### config.mk
export PLATFORM = sky130hd
export DESIGN_NAME = kalman_ctrl
export DESIGN_NICKNAME = d
export VERILOG_FILES = /design/src/design/kalman_ctrl_pkg.sv /design/src/design/kalman_ctrl.sv
export SDC_FILE = /design/constraint.sdc
export NUM_CORES = 1
export LEC_CHECK = 0
export ABC_CLOCK_PERIOD_IN_PS = 800
export CAP_MARGIN = 20
export CORE_AREA = 5 5 42 44
export CTS_CLUSTER_SIZE = 40
export DETAILED_ROUTE_END_ITERATION = 6
export DIE_AREA = 0 0 47 49
export DONT_BUFFER_PORTS = 1
export PLACE_DENSITY = 0.32
export SYNTH_ARGS = -nofsm -noshare
export SYNTH_HDL_FRONTEND = slang
export SYNTH_SLANG_ARGS = --single-unit
### constraint.sdc
create_clock -name clk -period 0.8 [get_ports clk]
set_input_delay 0.04 -clock clk [delete_from_list [all_inputs] [get_ports clk]]
set_output_delay 0.04 -clock clk [all_outputs]
set_load 0.005 [all_outputs]
### src/design/kalman_ctrl_pkg.sv
////////////////////
// Kalman control types
// Sequencer phases and configuration register map
////////////////////

package kalman_ctrl_pkg;

	typedef enum logic [2:0] {
		PH_INIT      = 3'd0,
		PH_IDLE      = 3'd1,
		PH_PREDICT_1 = 3'd2,
		PH_PREDICT_2 = 3'd3,
		PH_INNOV     = 3'd4,
		PH_UPDATE    = 3'd5
	} phase_e;

	typedef enum logic [0:0] {
		CFG_TSTEP = 1'b0,
		CFG_QDIAG = 1'b1
	} cfg_addr_e;

endpackage

### src/design/kalman_ctrl.sv
////////////////////
// Kalman sequencer
// Accepts a measurement and walks the filter through one update
////////////////////

`timescale 1ns/1ps

module kalman_ctrl (
	input  logic                    clk,
	input  logic                    aresetn,
	input  logic                    i_valid,
	output logic                    o_ready,
	output kalman_ctrl_pkg::phase_e o_phase
);

	kalman_ctrl_pkg::phase_e phase_next;

	always_ff @(posedge clk or negedge aresetn) begin
		if (!aresetn)
			o_phase <= kalman_ctrl_pkg::PH_INIT;
		else
			o_phase <= phase_next;
	end

	// Fixed walk, only IDLE waits
	always_comb begin
		case (o_phase)
			kalman_ctrl_pkg::PH_INIT:
				phase_next = kalman_ctrl_pkg::PH_IDLE;
			kalman_ctrl_pkg::PH_IDLE:
				phase_next = i_valid ? kalman_ctrl_pkg::PH_PREDICT_1 : kalman_ctrl_pkg::PH_IDLE;
			kalman_ctrl_pkg::PH_PREDICT_1:
				phase_next = kalman_ctrl_pkg::PH_PREDICT_2;
			kalman_ctrl_pkg::PH_PREDICT_2:
				phase_next = kalman_ctrl_pkg::PH_INNOV;
			kalman_ctrl_pkg::PH_INNOV:
				phase_next = kalman_ctrl_pkg::PH_UPDATE;
			kalman_ctrl_pkg::PH_UPDATE:
				phase_next = kalman_ctrl_pkg::PH_IDLE;
			default:
				phase_next = kalman_ctrl_pkg::PH_INIT;
		endcase
	end

	assign o_ready = (o_phase == kalman_ctrl_pkg::PH_IDLE);

endmodule

==> impl_metrics.toml <==
[setup_path]
slowest_delay_ps = 420
rr_worst_depth = 3
critPathTopFamily = "flip-flops"
cp_slowest_cell = "dfrtp_2"
worstPathCellList = "nor3b_2"
reg2reg_from = "o_phase[2]"
reg2reg_setup_slack_ps = -80
worstPathRequired_ps = 760
path_max_fanout = 4
critPathLaunchType = "flip-flop"
cp.arrival_ps = 870
end_kind = "primary output"
path_buf_inv = 0
path_class = "reg -> out"
r2r-end = "o_phase[2]"

[worst_hold_path]
hold-path-cell-count = 2
min_path_type = "in -> reg"
hold_end = "o_phase[0]"
min_from = "i_valid"

[synth]
synth.area.top_cells = "dfrtp_1 57%, nand3b_1 11%, nand2b_1 9.4%"
avgSynthCellArea_um2 = 11.1
synthCells = 12
async_flop_share = 1.00
synth_compound_area_frac = 0.123
synth.distinct_cells = 8
synth-xor-area-share = 0
synth_top_family_by_area = "simple AND/OR/NAND/NOR gates"
synth_nets = 15
muxShareOfSynthArea = 0
synth_seq_cells = 3
synth_top_area_cell = "dfrtp_1"
synthTopCellsByCount = "3 x dfrtp_1, 2 x nand2b_1, 2 x nand3b_1"
syn_area_um2 = 133
post-synth-top-count-cell = "dfrtp_1"
netlist.area_leader.share = 0.566
ys_seq_area_frac = 0.566
synthFlopType = "dfrtp_1"
synth_adder_area_share = 0
yosys_warnings = 0
synth_simple_gate_area_frac = 0.311
synth_edf_count = 0

[detailed_routing]
wl_per_cell_um = 10.3
via_count = 145
viasPerCell = 3.63
ant_nets = 0
dr.pass1.iters = 1
route.detailed.drc = 0
drtIter0Drc = 0
postRouteWirelength_um = 411

[timing]
drv_slew = 0
rsz0062_at_grt = "true"
final-hold-violation-count = 0
worst_pin_slew_ps = 173
fin_crit_ps = 912
finalSetupViolCount = 7
fin_ws_ps = -112
min_period_over_period = 1.14
skew_ps = 1.99
slew_headroom = 0.884
max_freq_ghz = 1.10

[layout]
drive_gt1_frac = 0.625
top_register = "o_phase"
seq_area_um2 = 78.8
reg_top3 = "o_phase: 3 flops"
finalNetCount = 28
largest_reg_flops = 3
syn_to_final_growth_pct = 105
n_antenna_cell = 0
nFillCells = 167
multiInputGateArea_um2 = 73.8
final_area_um2 = 272

[global_route]
grt_usage = 0.0465
grt_pass1_wl_um = 676
grt_remaining_overflow = 0
grt_pass1_vias = 149
grt_max_degree = 8
antenna_found_initial = 0

[power_and_ir_drop]
pwr-share-clk = 0.258
seqPwrFrac = 0.319
powerDensity_nw_per_um2 = 3730
switching_share = 0.311
pwr-share-comb = 0.423
vdd_drop_max_uv = 1220
p_sw_uw = 314
intPower_uw = 698
cellLeakagePower_uw = 0.000115

[placement]
placed_area_um2 = 175
io_buffers = 0
dpl_worst_slack_ps = -38.2
gp_congestion = 0.598

[clock_tree]
clk_path_buf_depth = 2
cts_tree = "done"
clock-sinks = 3
clk_pin_slew_ps = 40
h-tree-depth = 1
cts_made_buffers = 3
cts-root-buf = "clkbuf_4"
worstSkewPairLatency_ps = 230

[die]
coreArea_um2 = 1400
rows = 14
die_area_um2 = 2300
die_w_um = 47
num_io_pins = 7
initial_core_util = 0.0946
die_h_um = 49

[outcome]
status = "complete, but fails checks"
violations = "setup timing"

[flow_run]
maxCapViolCount = 0
## kinds of logic (layout without fill, tap and decap cells)
family / after synthesis / in the layout
AOI/OAI and AO/OA: 3 / 3
and+or+nand+nor: 6 / 6
DFF: 3 / 3
buffers and inverters: 0 / 12
## cells in the final DEF (no fill, tap or decap)
master / count
nand3b_1: 2
o21ai_1: 1
buf_6: 2
dlygate4sd3_1: 2
a21oi_2: 1
dfrtp_2: 3
clkbuf_1: 1
nand2b_4: 1
clkbuf_4: 3
buf_4: 4
nor2b_1: 1
nand2b_1: 1
o22ai_1: 1
nor3b_2: 1
## worst max-delay path by stage
stage	cells past startpoint	slack, ps	to	startpoint
after floorplan	2	20	o_phase[1]	o_phase[1]
after CTS	1	-120	o_ready	o_phase[2]
after detailed placement	2	-40	o_phase[1]	o_phase[1]
after global placement	2	-10	o_phase[1]	o_phase[1]
after global routing	1	-170	o_ready	o_phase[2]
final	1	-110	o_ready	o_phase[2]
## layout make-up
type	count	share of cell area
sequential	3	0.290
clock buffer	4	0.0968
timing repair buffer	8	0.267
multi-input combinational	9	0.272
tap	16	0.0737
## power groups by stage
stage,sequential (µW),clock [µW],combinational [µW]
after floorplan,297,0,117
after global placement,306,0,228
after detailed placement,310,0,227
after CTS,309,274,333
after global routing,338,294,467
final,323,261,428
## metal layers
metal	share of wire	global-route usage	vias to the layer above
li1	-	-	69
met1	0.51	0.0573	67
met2	0.38	0.0430	9
met3	0.11	0.0554	0
met4	0	0.0276	0
met5	0	0	-
## repair_timing
| action | CTS | global route |
|---|---|---|
| setup buffers | 2 | 1 |
| hold endpoints to repair | 4 | 0 |
| pin swaps | 2 | 0 |
| hold buffers | 2 | 0 |
| resized for setup | 5 | 4 |
| endpoints found under the setup margin | 6 | 7 |
## per-stage QoR
step	power (µW)	cells	util	hold slack (ps)	setup TNS, ps
2_1_floorplan	414	12	-	-256	0
3_3_place_gp	534	31	0.125	-255	-10.1
3_5_place_dp	537	31	0.125	-255	-38.2
4_1_cts	917	39	0.177	25.9	-438
5_1_grt	1100	40	0.194	34.1	-703
6_report	1010	40	0.194	29.0	-394
No activity file was read; power rests on OpenSTA's default activity.
