<file path="config.mk">
export PLATFORM = sky130hd
export DESIGN_NAME = kalman_innov_flat
export DESIGN_NICKNAME = d
export VERILOG_FILES = /design/src/design/kalman_fx_pkg.sv /design/src/design/kalman_ctrl_pkg.sv /design/src/design/kalman_pos_if.sv /design/src/design/kalman_innov.sv /design/src/flat_wrapper.sv
export VERILOG_INCLUDE_DIRS = /design/src /design/src/include
export SDC_FILE = /design/constraint.sdc
export NUM_CORES = 1
export LEC_CHECK = 0
export BUFFER_PORTS_ARGS = -buffer_cell sky130_fd_sc_hd__buf_2
export CORE_MARGIN = 2
export CORE_UTILIZATION = 56
export CTS_CLUSTER_SIZE = 10
export DETAILED_ROUTE_END_ITERATION = 7
export PLACE_DENSITY_LB_ADDON = 0.15
export SYNTH_ARGS = -nofsm -noshare
export SYNTH_HDL_FRONTEND = slang
export SYNTH_SLANG_ARGS = --single-unit
</file>
<file path="constraint.sdc">
create_clock -name clk -period 6.2 [get_ports clk]
set_input_delay 1.24 -clock clk [delete_from_list [all_inputs] [get_ports clk]]
set_output_delay 1.24 -clock clk [all_outputs]
set_load 0.01 [all_outputs]
</file>
<file path="src/include/kalman_params.svh">
////////////////////
// Kalman filter parameters
// Word format, display width, vector sizes and configuration reset values
////////////////////

`ifndef KALMAN_PARAMS_SVH
`define KALMAN_PARAMS_SVH

// Sign bit, 16 integer bits, 15 fraction bits
`define KALMAN_ARCH_W 32
`define KALMAN_ARCH_F 15

`define KALMAN_DISP_W 11

`define KALMAN_NUM_STATES 4
`define KALMAN_NUM_MEAS 2

// Time step of 1/32 and unit process noise
`define KALMAN_TSTEP_RST 32'd1024
`define KALMAN_QDIAG_RST 32'd32768

`endif

</file>
<file path="src/design/kalman_fx_pkg.sv">
////////////////////
// Fixed-point types and arithmetic
// Sign-magnitude words, vectors and matrices with add, multiply and negate
////////////////////

`include "kalman_params.svh"

package kalman_fx_pkg;

	typedef logic [`KALMAN_ARCH_W-1:0] fx_t;
	typedef fx_t [`KALMAN_NUM_STATES-1:0] fx_vec_t;
	typedef fx_vec_t [`KALMAN_NUM_STATES-1:0] fx_mat_t;

	localparam fx_t FX_ONE = fx_t'(1) << `KALMAN_ARCH_F;

	// Signs equal add, otherwise larger magnitude wins the sign
	function automatic fx_t fx_add(fx_t a, fx_t b);
		logic [`KALMAN_ARCH_W-2:0] ma;
		logic [`KALMAN_ARCH_W-2:0] mb;
		logic [`KALMAN_ARCH_W-2:0] mag;
		logic sgn;
		ma = a[`KALMAN_ARCH_W-2:0];
		mb = b[`KALMAN_ARCH_W-2:0];
		if (a[`KALMAN_ARCH_W-1] == b[`KALMAN_ARCH_W-1]) begin
			mag = ma + mb;
			sgn = a[`KALMAN_ARCH_W-1];
		end else if (ma >= mb) begin
			mag = ma - mb;
			sgn = a[`KALMAN_ARCH_W-1];
		end else begin
			mag = mb - ma;
			sgn = b[`KALMAN_ARCH_W-1];
		end
		// No negative zero
		if (mag == '0)
			sgn = 1'b0;
		return {sgn, mag};
	endfunction

	// Product truncated back to 15 fraction bits
	function automatic fx_t fx_mul(fx_t a, fx_t b);
		logic [2*`KALMAN_ARCH_W-3:0] prod;
		logic [`KALMAN_ARCH_W-2:0] mag;
		prod = a[`KALMAN_ARCH_W-2:0] * b[`KALMAN_ARCH_W-2:0];
		mag = prod[`KALMAN_ARCH_F +: `KALMAN_ARCH_W-1];
		if (mag == '0)
			return '0;
		return {a[`KALMAN_ARCH_W-1] ^ b[`KALMAN_ARCH_W-1], mag};
	endfunction

	function automatic fx_t fx_neg(fx_t a);
		if (a[`KALMAN_ARCH_W-2:0] == '0)
			return a;
		return {~a[`KALMAN_ARCH_W-1], a[`KALMAN_ARCH_W-2:0]};
	endfunction

	// Constant-velocity transition, time step couples velocity into position
	function automatic fx_mat_t fx_f_mat(fx_t tstep);
		fx_mat_t f;
		f = '0;
		for (int i = 0; i < `KALMAN_NUM_STATES; i++)
			f[i][i] = FX_ONE;
		f[0][2] = tstep;
		f[1][3] = tstep;
		return f;
	endfunction

endpackage

</file>
<file path="src/design/kalman_ctrl_pkg.sv">
////////////////////
// Kalman control types
// Sequencer phases and configuration register map
////////////////////

package kalman_ctrl_pkg;

	typedef enum logic [2:0] {
		PH_INIT      = 3'd0,
		PH_IDLE      = 3'd1,
		PH_PREDICT_1 = 3'd2,
		PH_PREDICT_2 = 3'd3,
		PH_INNOV     = 3'd4,
		PH_UPDATE    = 3'd5
	} phase_e;

	typedef enum logic [0:0] {
		CFG_TSTEP = 1'b0,
		CFG_QDIAG = 1'b1
	} cfg_addr_e;

endpackage

</file>
<file path="src/design/kalman_pos_if.sv">
////////////////////
// Position interface
// Predicted and current x/y positions from the state predictor
////////////////////

`timescale 1ns/1ps

interface kalman_pos_if;

	kalman_fx_pkg::fx_t x_pred_x;
	kalman_fx_pkg::fx_t x_pred_y;
	kalman_fx_pkg::fx_t x_curr_x;
	kalman_fx_pkg::fx_t x_curr_y;

	modport src (output x_pred_x, output x_pred_y, output x_curr_x, output x_curr_y);

	// Innovation only needs the predictions
	modport sink (input x_pred_x, input x_pred_y);

endinterface

</file>
<file path="src/design/kalman_innov.sv">
////////////////////
// Innovation stage
// Latches the measurement and forms measurement minus predicted position
////////////////////

`timescale 1ns/1ps

`include "kalman_params.svh"

module kalman_innov (
	input  logic                     clk,
	input  logic                     aresetn,
	input  logic                     i_valid,
	input  logic                     i_ready,
	input  logic [`KALMAN_DISP_W-1:0] i_z_x,
	input  logic [`KALMAN_DISP_W-1:0] i_z_y,
	input  kalman_ctrl_pkg::phase_e  i_phase,
	kalman_pos_if.sink               pos,
	output kalman_fx_pkg::fx_t       o_innov_x,
	output kalman_fx_pkg::fx_t       o_innov_y
);

	kalman_fx_pkg::fx_t z_fx [`KALMAN_NUM_MEAS];
	kalman_fx_pkg::fx_t y_sub [`KALMAN_NUM_MEAS];

	// Whole units, positive sign
	always_ff @(posedge clk) begin
		if (i_valid && i_ready) begin
			z_fx[0] <= kalman_fx_pkg::fx_t'(i_z_x) << `KALMAN_ARCH_F;
			z_fx[1] <= kalman_fx_pkg::fx_t'(i_z_y) << `KALMAN_ARCH_F;
		end
	end

	// Subtract by adding the negated prediction
	assign y_sub[0] = kalman_fx_pkg::fx_add(z_fx[0], kalman_fx_pkg::fx_neg(pos.x_pred_x));
	assign y_sub[1] = kalman_fx_pkg::fx_add(z_fx[1], kalman_fx_pkg::fx_neg(pos.x_pred_y));

	always_ff @(posedge clk or negedge aresetn) begin
		if (!aresetn) begin
			o_innov_x <= '0;
			o_innov_y <= '0;
		end else if (i_phase == kalman_ctrl_pkg::PH_INNOV) begin
			o_innov_x <= y_sub[0];
			o_innov_y <= y_sub[1];
		end
	end

endmodule

</file>
<file path="src/flat_wrapper.sv">
// flat-port wrapper written by rule: the top's interface ports become plain ports
module kalman_innov_flat 
  (clk, aresetn, i_valid, i_ready, i_z_x, i_z_y, i_phase, o_innov_x, o_innov_y, pos_x_pred_x, pos_x_pred_y);
  kalman_pos_if pos_i ();
  input  logic clk;
  input  logic aresetn;
  input  logic i_valid;
  input  logic i_ready;
  input  logic [`KALMAN_DISP_W-1:0] i_z_x;
  input  logic [`KALMAN_DISP_W-1:0] i_z_y;
  input  kalman_ctrl_pkg::phase_e i_phase;
  output kalman_fx_pkg::fx_t o_innov_x;
  output kalman_fx_pkg::fx_t o_innov_y;
  input wire logic [$bits(pos_i.x_pred_x)-1:0] pos_x_pred_x;
  input wire logic [$bits(pos_i.x_pred_y)-1:0] pos_x_pred_y;
  assign pos_i.x_pred_x = pos_x_pred_x;
  assign pos_i.x_pred_y = pos_x_pred_y;
  kalman_innov u_core (.clk(clk), .aresetn(aresetn), .i_valid(i_valid), .i_ready(i_ready), .i_z_x(i_z_x), .i_z_y(i_z_y), .i_phase(i_phase), .pos(pos_i), .o_innov_x(o_innov_x), .o_innov_y(o_innov_y));
endmodule
</file>
==> results.md <==
- Worst Path Max Fanout: 11
- Leakage: 4.16 nW
- Final Max Slew Viols: 0
- Post-Route WL: approximately 22000 um
- Worst r2r path cells: 12
- Boundary pin count: 157
- Leading area contributor after synthesis: dfrtp_1
- Top cells by area, synth: dfrtp_1 (20%), ha_1 (11%), edfxtp_1 (8.4%), nand2_1 (6.1%), o21ai_0 (6.0%)
- CP dominant cell by count: and4_1
- Synthesis-to-layout area growth: 14.0%
- Switch share: 0.362
- FF-to-FF End: u_core.o_innov_y[31]
- Synthesized instance count: 993
- Hold EP: u_core.o_innov_x[3]
- Maximum clock insertion buffer count: 2
- Vias in the first global route: 6687
- Vias post-DR: 7697
- Sequential area share after synthesis: 0.287
- F_max: 0.211 GHz
- First-pass GRT wire length: ~34000 um
- CTS resizes: 0
- Overall Global Routing Usage: 0.285
- Fraction of layout cells with a size suffix above 1: 0.178
- Initial antenna violation count: 3
- Drt wl/cell: 16.6 um
- # fillers: 1248
- WP buf/inv: 2
- Synth unique cells: 74
- Detailed placement HPWL: 16700 um
- Synth top cells by count: nand2_1 (129), o21ai_0 (94), nor2_1 (74)
- Root Driver: clkbuf_16
- Clk network pwr share: 0.280
- Chip width: 123 um
- EDFF count, synth: 22
- Crit path cell chain: buf_2 > inv_1 > ha_1 > or3b_1 > or4_1 > nor3_4 > xnor2_1 > nor2_1 > o21ai_0 > a22o_1 > and4b_1 > and4_1 > and4_1 > a31oi_1
- Status: finished clean
- CP delay by family, top: simple AND/OR/NAND/NOR gates
- CP arrival: 5.02 ns
- Finish-stage setup viols: 0
- CTS sink cnt: 86
- Max VDD drop: 0.138 mV
- Final #Nets: 1275
- Crit Reg-Reg Startpoint: u_core.z_fx[0][14]
- Internal power: 1.23 mW
- Pwr Total: just under 2 mW
- Part of the power in combinational logic: 0.342
- Synth top area share: 0.203
- Seq pwr share: 0.378
- Initial Utilization: 0.571
- Final Wtd Congestion: 0.934
- Worst-Skew Late Latency: 0.35 ns
- CTS tree: built
- Initial DRC Count: around 780
- Vias per cell: 5.93
- Hold Path Cell Cnt: 2
- RSZ-0062 raised after global routing: no
- Synth Warn #: 0
- Grt ovf: 0
- Syn_nets: 1158
- FP Rows: 43
- Setup_tns: 0 ns
- Die height: 123 um
- P_sw: 697 uW
- Hold Path Class: reg -> reg
- H-tree levels: 3
- R2R Setup Slk: 2.10 ns
- Mean area per synthesized cell: 7.94 um^2
- Final worst path period share: 0.766
- CTS Buf Count: 9
- I/O Buffers: 156
- Detailed Routing Iterations Pass 1: 6
- Most common cell in the netlist: nand2_1
- Core footprint: around 14000 um^2
- Slew HR: 0.312
- Synthesized area: 7890 um^2
- Fin crit period: around 4.7 ns
- Crit Path Class: in -> reg
- CTS Hold Bufs: 0
- Fraction of registers with async set/reset: 0.744
- Final Skew: 0.00531 ns
- Yosys reg bits: 86
- Post-route ant nets: 0
- Slowest CP cell: or4_1
- Post-CTS setup buffers: 0
- DIE AREA: around 15000 um^2
- Slew @ Worst Pin: 1.03 ns
- Worst-path clk slew: 0.07 ns
- Crit path largest cell delay: 0.68 ns
- Hold path start: u_core.o_innov_x[3]
- Startpoint Class: input pin
- Drt drc: 0
- Final Hold Fails: 0
- Largest net degree at the start of global routing: 121
- Max Cap Viol: 0
- Worst setup EP type: flop
- Crit path required time: roughly 6.5 ns
- Synth Flop Type: dfrtp_1
- PwrDens: 214 nW/um^2
==> worst min-delay path: cells and delay by family (launching register included) <==
family / cells / cell delay, ns
simple gates: 2 / 0.10
flops: 1 / 0.34
==> power by group through the flow <==
stage          Combinational (mW)  Sequential [mW]  Clock, mW
6_report                    0.659            0.727      0.539
5_1_grt                     0.729            0.740      0.571
4_1_cts                     0.651            0.728      0.544
2_1_floorplan               0.364            0.773          0
3_5_place_dp                0.647            0.739          0
3_3_place_gp                0.642            0.736          0
==> cell type report <==
cell class              instances  area [um^2]  area share
inverters                      64          240      0.0267
diodes                          2         5.00    0.000557
clock inverters                 4         27.5     0.00306
flip-flops and latches         86         2260       0.252
well taps                     180          225      0.0250
multi-input cells             787         5150       0.573
repair buffers                162          826      0.0918
clock buffers                  12          258      0.0287
==> sequential cells by signal, indices dropped and copies added (netlist names) <==
| signal | cells |
|---|---|
| u_core.o_innov_x | 32 |
| u_core.z_fx | 22 |
| u_core.o_innov_y | 32 |
==> cells by family (layout without fill, tap and decap cells) <==
| logic type | count (synthesis) | after routing | share of synthesized area |
|---|---|---|---|
| XOR/XNOR | 59 | 59 | 0.0655 |
| buffers and inverters | 120 | 242 | 0.0615 |
| AO/OA/AOI/OAI | 270 | 270 | 0.213 |
| adder cells (fa/ha/maj) | 72 | 72 | 0.118 |
| other | 0 | 2 | 0 |
| AND/OR/NAND/NOR | 372 | 372 | 0.237 |
| flip-flops | 86 | 86 | 0.287 |
| multiplexers | 14 | 14 | 0.0178 |
==> cells in the final DEF (no fill, tap or decap), types with 7 or more instances in the layout <==
master and count:
buf_2 156, nand2_1 128, o21ai_0 94, nor2_1 74
a21oi_1 68, ha_1 68, inv_1 64, dfrtp_1 64
xnor2_1 36, nor3_1 27, xor2_1 23, edfxtp_1 22
nand3_1 21, nor4_1 18, o21bai_1 14, mux2i_1 14
a31oi_1 14, nand2b_1 13, nand4_1 12, nor2b_1 11
a211oi_1 10, clkbuf_16 10, or2_2 9, a21o_1 9
or4_1 9, o31ai_1 8, or3_1 7, and4_1 7
==> per-stage QoR <==
| step | instance area (um^2) | util | std cells | hold WS, ns | worst slack, ns |
|---|---|---|---|---|---|
| floorplan | 7890 | - | 993 | 0.514 | 1.76 |
| global placement | 8700 | 0.629 | 1279 | 0.456 | 1.12 |
| CTS | 8990 | 0.650 | 1295 | 0.475 | 1.46 |
| detailed placement | 8700 | 0.629 | 1279 | 0.460 | 1.10 |
| global route | 8990 | 0.650 | 1296 | 0.493 | 1.09 |
| finish | 8990 | 0.650 | 1297 | 0.470 | 1.45 |
==> per-layer routing <==
layer / GRT usage / vias up / wire length [um]
met3: 0.0604 / 24 / 2000
li1: - / 3747 / -
met2: 0.396 / 397 / 8620
met1: 0.442 / 3527 / 10600
met4: 0.0740 / 2 / 283
met5: 0 / - / 18
==> worst max path at each step <==
stage                     start                    to  cells past startpoint
6_report        pos_x_pred_x[0]  u_core.o_innov_x[31]                     14
3_3_place_gp    pos_x_pred_x[0]  u_core.o_innov_x[31]                     14
3_5_place_dp   pos_x_pred_y[11]  u_core.o_innov_y[31]                     12
2_1_floorplan   pos_x_pred_x[0]  u_core.o_innov_x[31]                     14
5_1_grt        pos_x_pred_y[11]  u_core.o_innov_y[31]                     12
4_1_cts        pos_x_pred_y[11]  u_core.o_innov_y[31]                     12
Note: power is estimated with default switching activity, not from simulation.
