## src/include/kalman_params.svh

```systemverilog
////////////////////
// Kalman filter parameters
// Word format, display width, vector sizes and configuration reset values
////////////////////

`ifndef KALMAN_PARAMS_SVH
`define KALMAN_PARAMS_SVH

// Sign bit, 16 integer bits, 15 fraction bits
`define KALMAN_ARCH_W 32
`define KALMAN_ARCH_F 15

`define KALMAN_DISP_W 11

`define KALMAN_NUM_STATES 4
`define KALMAN_NUM_MEAS 2

// Time step of 1/32 and unit process noise
`define KALMAN_TSTEP_RST 32'd1024
`define KALMAN_QDIAG_RST 32'd32768

`endif

```

## src/design/kalman_fx_pkg.sv

```systemverilog
////////////////////
// Fixed-point types and arithmetic
// Sign-magnitude words, vectors and matrices with add, multiply and negate
////////////////////

`include "kalman_params.svh"

package kalman_fx_pkg;

	typedef logic [`KALMAN_ARCH_W-1:0] fx_t;
	typedef fx_t [`KALMAN_NUM_STATES-1:0] fx_vec_t;
	typedef fx_vec_t [`KALMAN_NUM_STATES-1:0] fx_mat_t;

	localparam fx_t FX_ONE = fx_t'(1) << `KALMAN_ARCH_F;

	// Signs equal add, otherwise larger magnitude wins the sign
	function automatic fx_t fx_add(fx_t a, fx_t b);
		logic [`KALMAN_ARCH_W-2:0] ma;
		logic [`KALMAN_ARCH_W-2:0] mb;
		logic [`KALMAN_ARCH_W-2:0] mag;
		logic sgn;
		ma = a[`KALMAN_ARCH_W-2:0];
		mb = b[`KALMAN_ARCH_W-2:0];
		if (a[`KALMAN_ARCH_W-1] == b[`KALMAN_ARCH_W-1]) begin
			mag = ma + mb;
			sgn = a[`KALMAN_ARCH_W-1];
		end else if (ma >= mb) begin
			mag = ma - mb;
			sgn = a[`KALMAN_ARCH_W-1];
		end else begin
			mag = mb - ma;
			sgn = b[`KALMAN_ARCH_W-1];
		end
		// No negative zero
		if (mag == '0)
			sgn = 1'b0;
		return {sgn, mag};
	endfunction

	// Product truncated back to 15 fraction bits
	function automatic fx_t fx_mul(fx_t a, fx_t b);
		logic [2*`KALMAN_ARCH_W-3:0] prod;
		logic [`KALMAN_ARCH_W-2:0] mag;
		prod = a[`KALMAN_ARCH_W-2:0] * b[`KALMAN_ARCH_W-2:0];
		mag = prod[`KALMAN_ARCH_F +: `KALMAN_ARCH_W-1];
		if (mag == '0)
			return '0;
		return {a[`KALMAN_ARCH_W-1] ^ b[`KALMAN_ARCH_W-1], mag};
	endfunction

	function automatic fx_t fx_neg(fx_t a);
		if (a[`KALMAN_ARCH_W-2:0] == '0)
			return a;
		return {~a[`KALMAN_ARCH_W-1], a[`KALMAN_ARCH_W-2:0]};
	endfunction

	// Constant-velocity transition, time step couples velocity into position
	function automatic fx_mat_t fx_f_mat(fx_t tstep);
		fx_mat_t f;
		f = '0;
		for (int i = 0; i < `KALMAN_NUM_STATES; i++)
			f[i][i] = FX_ONE;
		f[0][2] = tstep;
		f[1][3] = tstep;
		return f;
	endfunction

endpackage

```

## src/design/kalman_ctrl_pkg.sv

```systemverilog
////////////////////
// Kalman control types
// Sequencer phases and configuration register map
////////////////////

package kalman_ctrl_pkg;

	typedef enum logic [2:0] {
		PH_INIT      = 3'd0,
		PH_IDLE      = 3'd1,
		PH_PREDICT_1 = 3'd2,
		PH_PREDICT_2 = 3'd3,
		PH_INNOV     = 3'd4,
		PH_UPDATE    = 3'd5
	} phase_e;

	typedef enum logic [0:0] {
		CFG_TSTEP = 1'b0,
		CFG_QDIAG = 1'b1
	} cfg_addr_e;

endpackage

```

## src/design/kalman_cfg.sv

```systemverilog
////////////////////
// Kalman configuration registers
// Run-time time step and process-noise diagonal
////////////////////

`timescale 1ns/1ps

`include "kalman_params.svh"

module kalman_cfg (
	input  logic                       clk,
	input  logic                       aresetn,
	input  logic                       i_cfg_we,
	input  kalman_ctrl_pkg::cfg_addr_e i_cfg_addr,
	input  kalman_fx_pkg::fx_t         i_cfg_wdata,
	output kalman_fx_pkg::fx_t         o_tstep,
	output kalman_fx_pkg::fx_t         o_q_diag
);

	always_ff @(posedge clk or negedge aresetn) begin
		if (!aresetn) begin
			o_tstep <= `KALMAN_TSTEP_RST;
			o_q_diag <= `KALMAN_QDIAG_RST;
		end else if (i_cfg_we) begin
			// Single-cycle write, no handshake
			case (i_cfg_addr)
				kalman_ctrl_pkg::CFG_TSTEP:
					o_tstep <= i_cfg_wdata;
				kalman_ctrl_pkg::CFG_QDIAG:
					o_q_diag <= i_cfg_wdata;
			endcase
		end
	end

endmodule

```

## config.mk

```make
export PLATFORM = sky130hd
export DESIGN_NAME = kalman_cfg
export DESIGN_NICKNAME = d
export VERILOG_FILES = /design/src/design/kalman_fx_pkg.sv /design/src/design/kalman_ctrl_pkg.sv /design/src/design/kalman_cfg.sv
export VERILOG_INCLUDE_DIRS = /design/src /design/src/include
export SDC_FILE = /design/constraint.sdc
export NUM_CORES = 1
export LEC_CHECK = 0
export ABC_AREA = 1
export BUFFER_PORTS_ARGS = -buffer_cell sky130_fd_sc_hd__buf_2
export CAP_MARGIN = 0
export CORE_ASPECT_RATIO = 0.5
export CORE_MARGIN = 1.5
export CORE_UTILIZATION = 48
export CTS_CLUSTER_SIZE = 14
export DETAILED_ROUTE_END_ITERATION = 7
export PLACE_DENSITY = 0.79
export SYNTH_ARGS = -nofsm -noshare
export SYNTH_HDL_FRONTEND = slang
export SYNTH_SLANG_ARGS = --single-unit
```

## constraint.sdc

```tcl
create_clock -name clk -period 0.9 [get_ports clk]
set_input_delay 0.09 -clock clk [delete_from_list [all_inputs] [get_ports clk]]
set_output_delay 0.09 -clock clk [all_outputs]
set_load 0.02 [all_outputs]
```

==> results of run 1 <==
## layout by cell type, fill, tap and decap left out
| cell type | Yosys | final |
|---|---|---|
| dlygate4sd3_1 | 0 | 3 |
| dfrtp_1 | 62 | 62 |
| clkbuf_1 | 0 | 2 |
| nand3_1 | 64 | 64 |
| nand2_1 | 129 | 129 |
| inv_2 | 1 | 1 |
| buf_12 | 0 | 4 |
| clkbuf_8 | 3 | 12 |
| buf_4 | 1 | 41 |
| buf_2 | 5 | 35 |
| nand2_4 | 1 | 1 |
| buf_6 | 10 | 64 |
| dfstp_2 | 2 | 2 |
## registers in the layout, summed over array words and instances (netlist names)
signal	flops
o_q_diag	32
o_tstep	32
## metal layers
metal  global-route usage  up-vias
met3              0.05785        7
met4              0.08647        0
met2               0.4440       95
met5                    0        -
met1               0.3055     1178
li1                     -     1163
## power by group
part | switching (uW) | internal [uW] | total (uW)
registers | 284 | 3250 | 3530
logic | 1120 | 1160 | 2280
clock network | 983 | 1200 | 2180
total | 2380 | 5610 | 7990
## timing repair
item                                    CTS  global route
cloned                                    0             0
hold buffers                              3             0
hold endpoints to repair                 66             0
endpoints found under the setup margin   64            64
gates resized for setup                 128             0
buffers inserted                         18            14
## metrics by stage
stage	cells	utilization	setup TNS (ns)
detailed placement	441	0.6197	0
global placement	441	0.6197	0
floorplan	279	-	0
finish	490	0.7854	-2.925
CTS	476	0.7647	-3.698
global route	490	0.7854	-5.103
## final cells by class
| class | count | area, um^2 |
|---|---|---|
| flip-flops and latches | 64 | 1604 |
| well taps | 70 | 87.58 |
| fillers | 320 | 1092 |
| inverters | 1 | 3.754 |
| clock buffers | 14 | 172.7 |
| repair buffers | 147 | 1314 |
| multi-input cells | 194 | 815.8 |
## how the worst max path moves through the flow
stage,from,endpoint,slack [ns],cells after the start
after floorplan,o_q_diag[15],o_q_diag[15],0.16,2
after CTS,o_q_diag[15],o_q_diag[15],-0.18,1
after detailed placement,i_cfg_addr,o_tstep[17],0.01,5
after global routing,o_tstep[10],o_tstep[10],-0.21,1
final,o_tstep[10],o_tstep[10],-0.18,1
after global placement,i_cfg_addr,o_tstep[23],0.06,5
## cell families (layout without fill, tap and decap cells)
group / after synthesis / in the layout / share of synthesized area
buffers and inverters: 21 / 162 / 0.07553
DFF: 64 / 64 / 0.6128
and+or+nand+nor: 194 / 194 / 0.3117
==> flow_summary.ini, run 1 <==
[run_status]
status = finished, violations left
violations = negative setup slack

[drt]
drc = 0
routed_via_density = 4.986
top_layer_used = met4
drtAntennaViolNets = 0
drt-initial-drc-count = 173
wl_per_cell_um = 14.50
drtPass1Iterations = 5
num_vias = 2443
wl_met3_um = 416
wl_met1_um = 2860
dr_wl_met2_um = 3775
routed_wl_um = 7105

[final_layout]
drive_above_1_share = 0.3810
syn2layout_area_growth_pct = 52.72
n_antenna_cell = 0
final_area_um2 = 3998
nets = 453

[floorplan]
num_rows = 18
die_y_um = 55.22
coreArea_um2 = 5090
fp.dieW_um = 107.4
io_pins = 100
die-area_um2 = 5932
initial_utilization = 0.5143

[synthesis]
synth_edf_count = 0
syn_area_per_cell_um2 = 9.382
ys_ff_latch = 64
syn_nets = 315
yosys.cell_types.count = 11
synth_ff_type = dfrtp_1
yosys_warnings = 0
synth_top_area_share = 0.5927
syn_area_um2 = 2618
syn-instance-count = 279
synth_top_cell_by_area = dfrtp_1
synth_area_leaders = dfrtp_1 (59%), nand2_1 (18%), nand3_1 (12%)
synth_most_common_cell = nand2_1
async_reset_ff_frac = 1.000
ys_seq_area_frac = 0.6128
synthTopCellsByCount = nand2_1 (129), nand3_1 (64), dfrtp_1 (62), buf_6 (10), buf_2 (5)

[sta]
hold_ws_ns = 0.01543
finalCritPeriodShare = 1.197
slew_headroom = 0.7597
finalHoldViolCount = 0
finalClockSkew_ns = 0
setup_viol = 64
grt_setup_unrepaired = yes
fin_crit_ns = 1.077
slew_viol_final = 0
fmaxAchievable_mhz = 928.6
worst_slew_pin_slew_ns = 0.3601
fin_ws_ns = -0.1769

[power]
p_leak_uw = 0.002211
vdd_drop_max_mv = 1.334
p_total_uw = 7991
power.density_nw_per_um2 = 1999

[cts]
clkSinkCount = 64
cts_tree = done
cts_made_buffers = 9
h-tree-depth = 3
clk_root_buffer_cell = clkbuf_8
insertion_delay_ns = 0.32
clk_pin_slew_ns = 0.07
clk_path_buf_depth = 2

[worst_setup_path]
cp-end-kind = output pin
rrSetupSlack_ns = 0.02
ff2ff_path_depth = 4
setup.worst_path.start_class = register
r2r_start = o_tstep[14]
critPathBufInv = 1
critical_path_class = reg -> out
critPathMaxStageDelay_ns = 0.55
cp.arrival_ns = 0.99
worstPathCellList = buf_6
critical_path_required_ns = 0.81
crit_family = flip-flops
reg2reg_to = o_tstep[14]
cp_slowest_cell = dfstp_2
worstPathMaxFanout = 2

[global_routing]
grt_overflow = 0
grt_pass1_vias = 2441
grt_max_degree = 33
grt_pass1_wl_um = 11530
grt_usage = 0.2517
antenna_found_initial = 0

[place]
dp_hpwl_um = 4519
port_buffers = 99
place_congestion = 0.7993
placed_cell_area_um2 = 3154
place_ws_ns = 0.01018

[worst_hold_path]
whs_path_depth = 3
hp-start = i_cfg_wdata[24]
worstHoldEndpoint = o_q_diag[24]
hold_path_class = in -> reg

[run]
cap_violations = 0
Note: power is estimated with default switching activity, not from simulation.
==> run 2, diff against run 1 <==
Settings changed: CORE_ASPECT_RATIO 0.5 to 1.25.
Clock period 0.9 ns to 1.2 ns, I/O delays scaled along.
==> flow_summary.ini, run 2 (synthesis results as in run 1) <==
[cts]
cts_resized = 0
h-tree-depth = 3
clk_path_buf_depth = 2
clk_root_buffer_cell = clkbuf_8
clk_pin_slew_ns = 0.06
cts_made_buffers = 9
cts_tree = done
insertion_delay_ns = 0.32
clkSinkCount = 64

[power]
swShare = 0.3146
intPower_uw = 3602
p_leak_uw = 0.001904
switchingPower_uw = 1653
clockPowerShare = 0.289
p_total_uw = 5255
power.density_nw_per_um2 = 1607
vdd_drop_max_mv = 0.9074
power_frac_comb = 0.219
sequentialPowerShare = 0.493

[worst_setup_path]
setup.worst_path.start_class = register
critPathMaxStageDelay_ns = 0.53
critical_path_required_ns = 1.08
cp.depth = 1
critical_path_class = reg -> out
critPathBufInv = 1
worstPathMaxFanout = 2
cp_slowest_cell = dfstp_2
cp.arrival_ns = 1.02
ff2ff_path_depth = 2
worstPathCellList = buf_2
cp-end-kind = output pin
crit_family = flip-flops

[sta]
finalClockSkew_ns = 0
setup_tns_ns = 0
fmaxAchievable_mhz = 879.2
grt_setup_unrepaired = no
finalCritPeriodShare = 0.9479
hold_ws_ns = 0.02954
fin_ws_ns = 0.06257
fin_crit_ns = 1.137
slew_viol_final = 0
setup_viol = 0
worst_slew_pin_slew_ns = 0.3366
finalHoldViolCount = 0
slew_headroom = 0.7756

[worst_hold_path]
hold_path_class = in -> reg
whs_path_depth = 3

[place]
place_ws_ns = 0.3253
port_buffers = 99
place_congestion = 0.7997
dp_hpwl_um = 4102
dp.cells = 428

[drt]
drc = 0
routed_wl_um = 6152
drt-initial-drc-count = 220
routed_via_density = 5.029
drtAntennaViolNets = 0
num_vias = 2228
wl_per_cell_um = 13.89
drtPass1Iterations = 4

[final_layout]
syn2layout_area_growth_pct = 24.95
drive_above_1_share = 0.3202
n_antenna_cell = 0
layout_common_cells = nand2_1 (129), buf_2 (99), nand3_1 (64), dfrtp_1 (62), clkbuf_8 (10)
final_common_cell = nand2_1
fin_cells = 443
reg_top3 = o_q_diag x32, o_tstep x32
nets = 414

[floorplan]
coreArea_um2 = 5152
die-area_um2 = 5908
initial_utilization = 0.5080
die_y_um = 85.56
io_pins = 100
num_rows = 29
fp.dieW_um = 69.05

[run]
cap_violations = 0

[global_routing]
grt_max_degree = 65
grt_overflow = 0
grt_pass1_vias = 2125
grt_pass1_wl_um = 9873
grt_usage = 0.2121
antenna_found_initial = 0

[run_status]
status = completed
-- run 2: through the flow --
step	cell area [um^2]	util
after CTS	3271	0.6348
after global routing	3271	0.6348
final	3271	0.6348
after global placement	3107	0.6030
after floorplan	2618	-
after detailed placement	3107	0.6030
-- run 2: layout make-up --
class	count	area (um^2)
Clock buffer	13	148.9
Tap cell	62	77.57
Multi-Input combinational cell	194	815.8
Clock inverter	1	5.005
Inverter	1	3.754
Fill cell	460	1882
Sequential cell	64	1604
Timing Repair Buffer	108	615.6
-- run 2: final timing paths --
kind                                 start      endpoint  slack, ns
setup / recovery               o_tstep[10]   o_tstep[10]       0.06
hold / removal             i_cfg_wdata[15]  o_q_diag[15]       0.03
setup reg to reg               o_tstep[10]   o_tstep[10]       0.48
hold reg to reg                o_q_diag[9]   o_q_diag[9]       0.46
max in group asynchronous          aresetn  o_q_diag[15]       0.56
min in group asynchronous          aresetn   o_q_diag[4]       0.33
-- run 2: metal layers --
layer	up-vias	GRT usage	share of wire
met2	80	0.3523	0.50
met1	1052	0.2626	0.43
li1	1083	-	-
met5	-	0	0
met4	0	0.1087	0.023
met3	13	0.04583	0.056
-- run 2: power by group through the flow --
| stage | clock, uW | combinational, uW | sequential, uW |
|---|---|---|---|
| after floorplan | 0 | 355 | 2950 |
| after CTS | 1550 | 1170 | 2590 |
| after global placement | 0 | 1140 | 2610 |
| after detailed placement | 0 | 1160 | 2620 |
| final | 1520 | 1150 | 2590 |
| after global routing | 1630 | 1260 | 2610 |
-- run 2: what timing repair did --
item | 4_1_cts | 5_1_grt
hold buffers | 1 | 0
buffers inserted | 0 | 0
hold endpoints to repair | 62 | 0
==> run 3, diff against run 2 <==
Settings changed: CORE_UTILIZATION 48 to 50, CTS_BUF_LIST set to sky130_fd_sc_hd__clkbuf_8, PLACE_DENSITY 0.79 to 0.81.
==> flow_summary.ini, run 3 (synthesis results as in run 1) <==
[place]
port_buffers = 99
place_congestion = 0.8085
dp_hpwl_um = 4039
placed_cell_area_um2 = 3107
dp.cells = 428

[worst_setup_path]
setup.worst_path.start_class = register
worstPathCellList = buf_2
rrSetupSlack_ns = 0.50
critPathBufInv = 1
cp_slowest_cell = dfstp_2
crit_family = flip-flops
worstPathMaxFanout = 2
cp-end-kind = output pin
critical_path_class = reg -> out
cp.arrival_ns = 1.01
critical_path_required_ns = 1.08
critPathMaxStageDelay_ns = 0.53

[power]
p_total_uw = 5369
p_leak_uw = 0.001932
vdd_drop_max_mv = 0.8804
power.density_nw_per_um2 = 1628

[floorplan]
coreArea_um2 = 5044
initial_utilization = 0.5190
io_pins = 100
fp.dieW_um = 67.72
die_y_um = 83.90
die-area_um2 = 5681
num_rows = 29

[drt]
drtAntennaViolNets = 0
routed_wl_um = 5968
wl_per_cell_um = 13.41
drtPass1Iterations = 5
drc = 0
num_vias = 2249
drt-initial-drc-count = 121
routed_via_density = 5.054

[sta]
finalCritPeriodShare = 0.9384
grt_setup_unrepaired = no
finalClockSkew_ns = 0
fin_crit_ns = 1.126
setup_tns_ns = 0
slew_headroom = 0.7652
worst_slew_pin_slew_ns = 0.3523
setup_viol = 0
finalHoldViolCount = 0
slew_viol_final = 0
fmaxAchievable_mhz = 888.0

[final_layout]
final_common_cell = nand2_1
n_antenna_cell = 0
fillers = 431
nets = 414
regArea_um2 = 1604
reg_top3 = o_q_diag x32, o_tstep x32
layout_common_cells = nand2_1 (129), buf_2 (99), nand3_1 (64), dfrtp_1 (62), clkbuf_8 (12)
fin_cells = 445
multi_input_comb_area_um2 = 815.8
drive_above_1_share = 0.3211
final_area_um2 = 3297
syn2layout_area_growth_pct = 25.96

[cts]
cts_made_buffers = 9
post_cts_buffers = 0
insertion_delay_ns = 0.32
cts_tree = done
clk_pin_slew_ns = 0.06
clk_path_buf_depth = 2
hold_buffers = 1
h-tree-depth = 3
clkSinkCount = 64
clk_root_buffer_cell = clkbuf_8
cts_resized = 0

[run]
cap_violations = 0

[worst_hold_path]
hold_path_class = in -> reg

[global_routing]
grt_overflow = 0
antenna_found_initial = 0
grt_pass1_vias = 2163
grt_usage = 0.2328
grt_pass1_wl_um = 9860
grt_max_degree = 33

[run_status]
status = completed
run 3: changes by cell type in the layout (fill, tap and decap cells not counted):
cell and change:
clkbuf_1 -3, clkinv_2 -1, clkbuf_8 +2, inv_1 +4
run 3: path summary, 6_finish.rpt:
kind                            startpoint      endpoint  cells past startpoint
max                            o_tstep[10]   o_tstep[10]                      1
min                        i_cfg_wdata[10]   o_tstep[10]                      3
max reg2reg                    o_tstep[10]   o_tstep[10]                      2
min reg2reg                    o_tstep[11]   o_tstep[11]                      2
max in group asynchronous          aresetn  o_q_diag[15]                      3
min in group asynchronous          aresetn   o_q_diag[4]                      2
run 3: per-layer routing:
| layer | track usage | wire length [um] |
|---|---|---|
| met1 | 0.2964 | 2489 |
| met2 | 0.3627 | 3015 |
| met3 | 0.06478 | 345 |
| met4 | 0.1058 | 118 |
| met5 | 0 | 0 |
run 3: report_power, final:
part	internal, uW	total (uW)	switching, uW	leakage, uW
Combinational	384	1150	766	0.00104
Sequential	2430	2580	147	0.000788
Clock	891	1640	746	0.000108
run 3: layout make-up:
cell class                      count  share of cell area
Clock buffer                       12             0.05009
Clock inverter                      4            0.004554
Inverter                            1            0.001139
Multi-Input combinational cell    194              0.2474
Sequential cell                    64              0.4865
Tap cell                           62             0.02353
Timing Repair Buffer              108              0.1867
run 3: stage by stage:
step           worst slack, ns  hold slack (ns)  utilization
2_1_floorplan           0.4377          -0.1756            -
3_3_place_gp            0.3435          0.03228       0.6160
3_5_place_dp            0.3206          0.04159       0.6160
4_1_cts                0.05862          0.01721       0.6537
5_1_grt                0.03904          0.02887       0.6537
6_report               0.07388          0.03454       0.6537
